===== src/source/nes_state_defines.svh =====
`ifndef NES_STATE_DEFINES_SVH
`define NES_STATE_DEFINES_SVH

// CPU bus widths
`define CPU_ADDR_W    16
`define CPU_DATA_W    8

// State memory geometry
`define STATE_ADDR_W  9
`define STATE_DEPTH   512

// Width of the shadow OAM pointer, one full OAM page
`define OAM_ADDR_W    8

// Fixed state-memory slots, second write of a pair sits at base plus one
`define OFS_PPU_CTRL  9'h100
`define OFS_PPU_MASK  9'h101
`define OFS_OAM_ADDR  9'h102
`define OFS_SCROLL    9'h103
`define OFS_VRAM_ADDR 9'h105
`define OFS_APU_BASE  9'h107

`endif


===== src/source/nes_state_pkg.sv =====
`default_nettype none

`include "nes_state_defines.svh"

package nes_state_pkg;

    // One CPU cycle as sampled on the bus
    typedef struct packed {
        logic [`CPU_ADDR_W-1:0] addr;
        logic [`CPU_DATA_W-1:0] data;
        logic                   rw;
    } bus_cycle_t;

    // Register event kinds seen by the execute stage
    typedef enum logic [2:0] {
        EV_NONE        = 3'd0,
        EV_PPU_DIRECT  = 3'd1,
        EV_OAM_ADDR    = 3'd2,
        EV_OAM_DATA    = 3'd3,
        EV_SCROLL      = 3'd4,
        EV_VRAM_ADDR   = 3'd5,
        EV_STATUS_READ = 3'd6,
        EV_APU         = 3'd7
    } reg_event_e;

    // Index carries the APU register number or the PPU select low bit
    typedef struct packed {
        reg_event_e             kind;
        logic [4:0]             index;
        logic [`CPU_DATA_W-1:0] data;
    } reg_event_t;

    typedef struct packed {
        logic                     we;
        logic [`STATE_ADDR_W-1:0] addr;
        logic [`CPU_DATA_W-1:0]   data;
    } ram_write_t;

endpackage

`default_nettype wire


===== src/source/cpu_bus_decoder.sv =====
`timescale 1ns/10ps
`default_nettype none

module cpu_bus_decoder (
    input  nes_state_pkg::bus_cycle_t bus,
    output nes_state_pkg::reg_event_t reg_event
);

    logic       is_ppu_range;
    logic       is_apu_range;
    logic [2:0] ppu_sel;

    // PPU registers repeat every 8 bytes across $2000-$3FFF
    assign is_ppu_range = (bus.addr[15:13] == 3'b001);
    // $4000-$4017 only, the $4018-$401F test block is not tracked
    assign is_apu_range = (bus.addr[15:5] == 11'h200) && (bus.addr[4:3] != 2'b11);
    assign ppu_sel      = bus.addr[2:0];

    always_comb begin
        reg_event.kind  = nes_state_pkg::EV_NONE;
        reg_event.index = '0;
        reg_event.data  = bus.data;

        if (bus.rw) begin
            // The only read with a side effect is $2002
            if (is_ppu_range && ppu_sel == 3'd2) begin
                reg_event.kind = nes_state_pkg::EV_STATUS_READ;
            end
        end else if (is_ppu_range) begin
            case (ppu_sel)
                3'd0, 3'd1: begin
                    reg_event.kind  = nes_state_pkg::EV_PPU_DIRECT;
                    reg_event.index = {4'b0000, ppu_sel[0]};
                end
                3'd3: begin
                    reg_event.kind = nes_state_pkg::EV_OAM_ADDR;
                end
                3'd4: begin
                    reg_event.kind = nes_state_pkg::EV_OAM_DATA;
                end
                3'd5: begin
                    reg_event.kind = nes_state_pkg::EV_SCROLL;
                end
                3'd6: begin
                    reg_event.kind = nes_state_pkg::EV_VRAM_ADDR;
                end
                // $2002 writes and the $2007 data port are not recorded
                default: begin
                    reg_event.kind = nes_state_pkg::EV_NONE;
                end
            endcase
        end else if (is_apu_range) begin
            reg_event.kind  = nes_state_pkg::EV_APU;
            reg_event.index = bus.addr[4:0];
        end
    end

endmodule

`default_nettype wire


===== src/source/ppu_register_tracker.sv =====
`timescale 1ns/10ps
`default_nettype none

`include "nes_state_defines.svh"

module ppu_register_tracker (
    input  logic                      m2,
    input  logic                      reset,
    input  nes_state_pkg::reg_event_t reg_event,
    output nes_state_pkg::ram_write_t wr
);

    logic [`OAM_ADDR_W-1:0]   oam_ptr;
    logic                     write_toggle;
    logic [`STATE_ADDR_W-1:0] toggle_ofs;
    logic [`STATE_ADDR_W-1:0] apu_ofs;

    assign toggle_ofs = {{(`STATE_ADDR_W-1){1'b0}}, write_toggle};
    assign apu_ofs    = {{(`STATE_ADDR_W-5){1'b0}}, reg_event.index};

    // Event to state-memory write, uses pointer and toggle before this edge
    always_comb begin
        wr.we   = 1'b0;
        wr.addr = '0;
        wr.data = reg_event.data;

        case (reg_event.kind)
            nes_state_pkg::EV_PPU_DIRECT: begin
                wr.we   = 1'b1;
                wr.addr = reg_event.index[0] ? `OFS_PPU_MASK : `OFS_PPU_CTRL;
            end
            nes_state_pkg::EV_OAM_ADDR: begin
                wr.we   = 1'b1;
                wr.addr = `OFS_OAM_ADDR;
            end
            nes_state_pkg::EV_OAM_DATA: begin
                wr.we   = 1'b1;
                wr.addr = {{(`STATE_ADDR_W-`OAM_ADDR_W){1'b0}}, oam_ptr};
            end
            nes_state_pkg::EV_SCROLL: begin
                wr.we   = 1'b1;
                wr.addr = `OFS_SCROLL + toggle_ofs;
            end
            nes_state_pkg::EV_VRAM_ADDR: begin
                wr.we   = 1'b1;
                wr.addr = `OFS_VRAM_ADDR + toggle_ofs;
            end
            nes_state_pkg::EV_APU: begin
                wr.we   = 1'b1;
                wr.addr = `OFS_APU_BASE + apu_ofs;
            end
            default: begin
                wr.we = 1'b0;
            end
        endcase

        // Nothing is recorded while the console is held in reset
        if (reset) begin
            wr.we = 1'b0;
        end
    end

    // Shadow of the PPU OAM address and the shared $2005/$2006 latch
    always_ff @(posedge m2) begin
        if (reset) begin
            oam_ptr      <= '0;
            write_toggle <= 1'b0;
        end else begin
            case (reg_event.kind)
                nes_state_pkg::EV_OAM_ADDR:    oam_ptr <= reg_event.data;
                // Wraps from 255 back to 0 by width
                nes_state_pkg::EV_OAM_DATA:    oam_ptr <= oam_ptr + 1'b1;
                nes_state_pkg::EV_SCROLL,
                nes_state_pkg::EV_VRAM_ADDR:   write_toggle <= ~write_toggle;
                nes_state_pkg::EV_STATUS_READ: write_toggle <= 1'b0;
                default: ;
            endcase
        end
    end

endmodule

`default_nettype wire


===== src/source/state_ram.sv =====
`timescale 1ns/10ps
`default_nettype none

`include "nes_state_defines.svh"

module state_ram (
    input  logic                      m2,
    input  nes_state_pkg::ram_write_t wr,
    input  logic [`STATE_ADDR_W-1:0]  read_addr,
    output logic [`CPU_DATA_W-1:0]    read_data
);

    logic [`CPU_DATA_W-1:0] memory [`STATE_DEPTH];

    // Start from a blank state so a readout before any traffic gives zeros
    initial begin
        for (int i = 0; i < `STATE_DEPTH; i++) begin
            memory[i] = '0;
        end
    end

    // Read returns the byte held before a same-edge write
    always_ff @(posedge m2) begin
        if (wr.we) begin
            memory[wr.addr] <= wr.data;
        end
        read_data <= memory[read_addr];
    end

endmodule

`default_nettype wire


===== src/source/state_recorder.sv =====
`timescale 1ns/10ps
`default_nettype none

`include "nes_state_defines.svh"

module state_recorder (
    input  logic                     reset,

    // Bus monitor inputs, one cycle per m2 period
    input  logic                     m2,
    input  logic [`CPU_ADDR_W-1:0]   cpu_addr,
    input  logic [`CPU_DATA_W-1:0]   cpu_data,
    input  logic                     cpu_rw,

    // Host readout
    input  logic [`STATE_ADDR_W-1:0] read_addr,
    output logic [`CPU_DATA_W-1:0]   read_data
);

    nes_state_pkg::bus_cycle_t bus;
    nes_state_pkg::reg_event_t reg_event;
    nes_state_pkg::ram_write_t wr;

    assign bus = '{addr: cpu_addr, data: cpu_data, rw: cpu_rw};

    // Decode stage
    cpu_bus_decoder u_decoder (
        .bus       (bus),
        .reg_event (reg_event)
    );

    // Execute stage
    ppu_register_tracker u_tracker (
        .m2        (m2),
        .reset     (reset),
        .reg_event (reg_event),
        .wr        (wr)
    );

    // Result stage, second port serves readout
    state_ram u_ram (
        .m2        (m2),
        .wr        (wr),
        .read_addr (read_addr),
        .read_data (read_data)
    );

endmodule

`default_nettype wire


===== config.mk =====
export PLATFORM = sky130hd
export DESIGN_NAME = state_recorder
export DESIGN_NICKNAME = d
export VERILOG_FILES = /design/src/source/nes_state_pkg.sv /design/src/source/cpu_bus_decoder.sv /design/src/source/ppu_register_tracker.sv /design/src/source/state_ram.sv /design/src/source/state_recorder.sv
export VERILOG_INCLUDE_DIRS = /design/src /design/src/source
export SDC_FILE = /design/constraint.sdc
export NUM_CORES = 2
export LEC_CHECK = 0
export BUFFER_PORTS_ARGS = -buffer_cell sky130_fd_sc_hd__buf_2
export CORE_AREA = 2 2 602 604
export DETAILED_ROUTE_END_ITERATION = 10
export DIE_AREA = 0 0 604 606
export SETUP_SLACK_MARGIN = 0.2
export SLEW_MARGIN = 25
export SYNTH_ARGS = -nofsm -noshare
export SYNTH_HDL_FRONTEND = slang
export SYNTH_SLANG_ARGS = --single-unit

===== constraint.sdc =====
create_clock -name m2 -period 5.22 [get_ports m2]
set_input_delay 0 -clock m2 [delete_from_list [all_inputs] [get_ports m2]]
set_output_delay 0 -clock m2 [all_outputs]
set_load 0.01 [all_outputs]

==> out/metrics.yaml <==
status:
  status: "finished clean"
place:
  portBuffers: 43
  routabilityCongestion: 0.867
  detailed_place_hpwl_mm: 239
route:
  vias: 84000
  viasPerCell: 5.49
  drt_wl_total_mm: 391
  drtAntennaViolNets: 0
  wire_per_inst_um: 25.6
  first_iter_violations: 8585
  first_pass_iters: 9
  drc: 0
grt:
  grt_pass1_vias: 85000
  grt_first_pass_wirelength_mm: 571
  antenna_found_initial: 19
  grt.overflow.total: 0
  grt_use_total_pct: 21.2
  grt_start_max_net_pins: 171
die:
  die_w_um: 604
  core_um2: 360000
  num_rows: 221
  ios: 44
  fp.dieH_um: 606
  initial_core_util_pct: 44.7
  dieArea_um2: 366000
synth:
  synthArstFlopShare_pct: 0
  synth-seq-cells: 4113
  seq_area_frac_synth_pct: 76.5
  synthFlopType: "edfxtp_1"
  yosysWarnings: 0
  synth_cells: 7983
  synth-edff-count: 4096
  synth.avg_cell_area_um2: 20.2
  netlist-cell-type-count: 85
  synth_area_um2: 161000
cells_and_area:
  drive_gt1_share_pct: 18.1
  area_growth_pct: 17.3
  nNetsFinal: 10200
  nFillCells: 28800
min_path:
  hold_class: "primary input to flop"
power:
  vdd_drop_max_mv: 0.273
  finalPower_mw: 70.9
  p_leak_nw: 64.9
  powerDensity_nw_per_um2: 375
setup_path:
  arrival_ns: 4.70
  crit_path_start_kind: "primary input"
  worst-setup-path-type: "primary input to flop"
  end_kind: "flop"
  cp_max_fo: 30
  cp.required_ns: 5.79
timing:
  period_share_pct: 79.2
  fmax_mhz: 242
  worst_pin_slew_ns: 1.15
  setup_tns_ns: 0
  rsz0062_at_grt: "no"
  drv_slew: 0
  hold_viol: 0
  skew_ns: 0.0499
  setup_violations: 0
  maxSlewHeadroom_pct: 22.9
  finalCriticalPeriod_ns: 4.13
clocking:
  cts_tree: "done"
  cts_root_buf: "clkbuf_16"
  cts_made_buffers: 411
  cts.sinks: 4113
  cts_buffer_depth: 4
  cts_setup_buffers: 0
  path_clk_slew_ns: 0.06
  clk_latency_ns: 0.97
  htreeDepth: 5
run:
  maxCapViolCount: 0
==> cell families after synthesis <==
kind of cell	synth area share, %
AOI/OAI and AO/OA	4.08
xor gates and xnor gates	0.0163
DFF	76.5
adders and majority gates	0.0155
buffers and inverters	2.10
other	0.00233
and+or+nand+nor	3.15
muxes	14.1
==> final timing paths <==
path / startpoint / end / slack [ns] / cells after the start
max: cpu_addr[13] / u_ram.memory[11][4] / 1.09 / 14
min: cpu_addr[2] / u_tracker.oam_ptr[1] / 0.11 / 5
max reg2reg: u_tracker.oam_ptr[0] / u_ram.memory[40][0] / 1.85 / 5
min reg2reg: u_tracker.write_toggle / u_tracker.write_toggle / 0.51 / 2
==> critical path, cell delays in order <==
cell and delay, ns:
dlygate4sd3_1 0.53, buf_2 0.13, nor4_1 0.32, nand4_1 0.25, buf_4 0.24, a211o_1 0.30
ha_1 0.22, o21ai_0 0.12, a21oi_1 0.15, o21ai_0 0.21, buf_4 0.16, nand3_4 0.69
buf_4 0.52, nor3_1 0.83
==> metrics by stage <==
step                      hold slack, ns  utilization (%)  setup slack, ns  std cells  instance area [um^2]
after floorplan                   0.0989                -             2.04       9774                168000
after global placement             0.396             48.6            0.491      14500                175000
after detailed placement           0.395             48.6            0.621      14500                175000
after CTS                         0.0130             52.3             1.14      15300                189000
after global routing              0.0964             52.5            0.911      15300                189000
final                              0.108             52.5             1.09      15300                189000
==> layout make-up <==
cell class,count,area [um^2],area share (%)
inverter,9,43.8,0.0232
clock buffer,500,10700,5.66
timing repair buffer,486,4610,2.44
tap,4794,6000,3.17
sequential,4113,123000,65.2
antenna,8,20.0,0.0106
clock inverter,244,2470,1.31
multi-input combinational,5135,41900,22.2
==> synth_stat cells (all sizes together), types with 20 or more instances <==
cell type  instances  area (um^2)
mux2i            724         7250
mux4             682        15400
nor3             417         2090
or2               34          213
nor2              94          353
a31oi             20          125
o22ai            256         1610
nand4             39          244
clkbuf           212          797
a22oi             28          210
nand3             40          200
buf              305         2560
a211oi            42          315
o221ai           245         2150
a21oi            133          666
nor4              69          457
edfxtp          4096       123000
o21ai            101          505
nand2            163          612
and2              29          181
==> state kept, by name, summed over array words and instances (netlist names) <==
name	count
u_ram.memory	4096
u_tracker.oam_ptr	8
u_tracker.write_toggle	1
u_ram.read_data	8
==> layout by cell type (no fill, tap or decap), types with 44 or more instances in the layout <==
cell type / synthesis / layout
mux2i_1: 724 / 724
bufinv_16: 0 / 44
mux4_2: 667 / 667
edfxtp_1: 4096 / 4096
nor3_2: 1 / 113
clkbuf_16: 0 / 414
clkinv_2: 0 / 74
o221ai_1: 245 / 245
buf_4: 45 / 348
clkinv_1: 1 / 86
o22ai_1: 255 / 255
buf_12: 18 / 72
nor4_1: 65 / 64
o21ai_0: 96 / 96
nor3_1: 416 / 304
nand2_1: 163 / 162
conb_1: 1 / 1792
nor2_1: 94 / 92
clkbuf_1: 211 / 83
a21oi_1: 133 / 133
==> routing by layer <==
layer	vias to the layer above	GRT usage, %	share of wire, %
met1	43900	29.4	41
met5	-	0	0.077
met4	10	6.08	2.8
met2	3274	34.5	48
li1	36200	-	-
met3	570	3.87	7.6
==> power by group <==
| group | internal [mW] | switching [mW] |
|---|---|---|
| clock network | 16.8 | 12.3 |
| registers | 37.6 | 0.300 |
| logic | 1.41 | 2.52 |
| total | 55.8 | 15.1 |
==> what timing repair did <==
| item | in CTS | in global routing |
|---|---|---|
| hold buffers | 23 | 0 |
| endpoints found under the hold margin | 1686 | 0 |
| gates resized for setup | 0 | 0 |
Power figures use the tool's default switching activity.
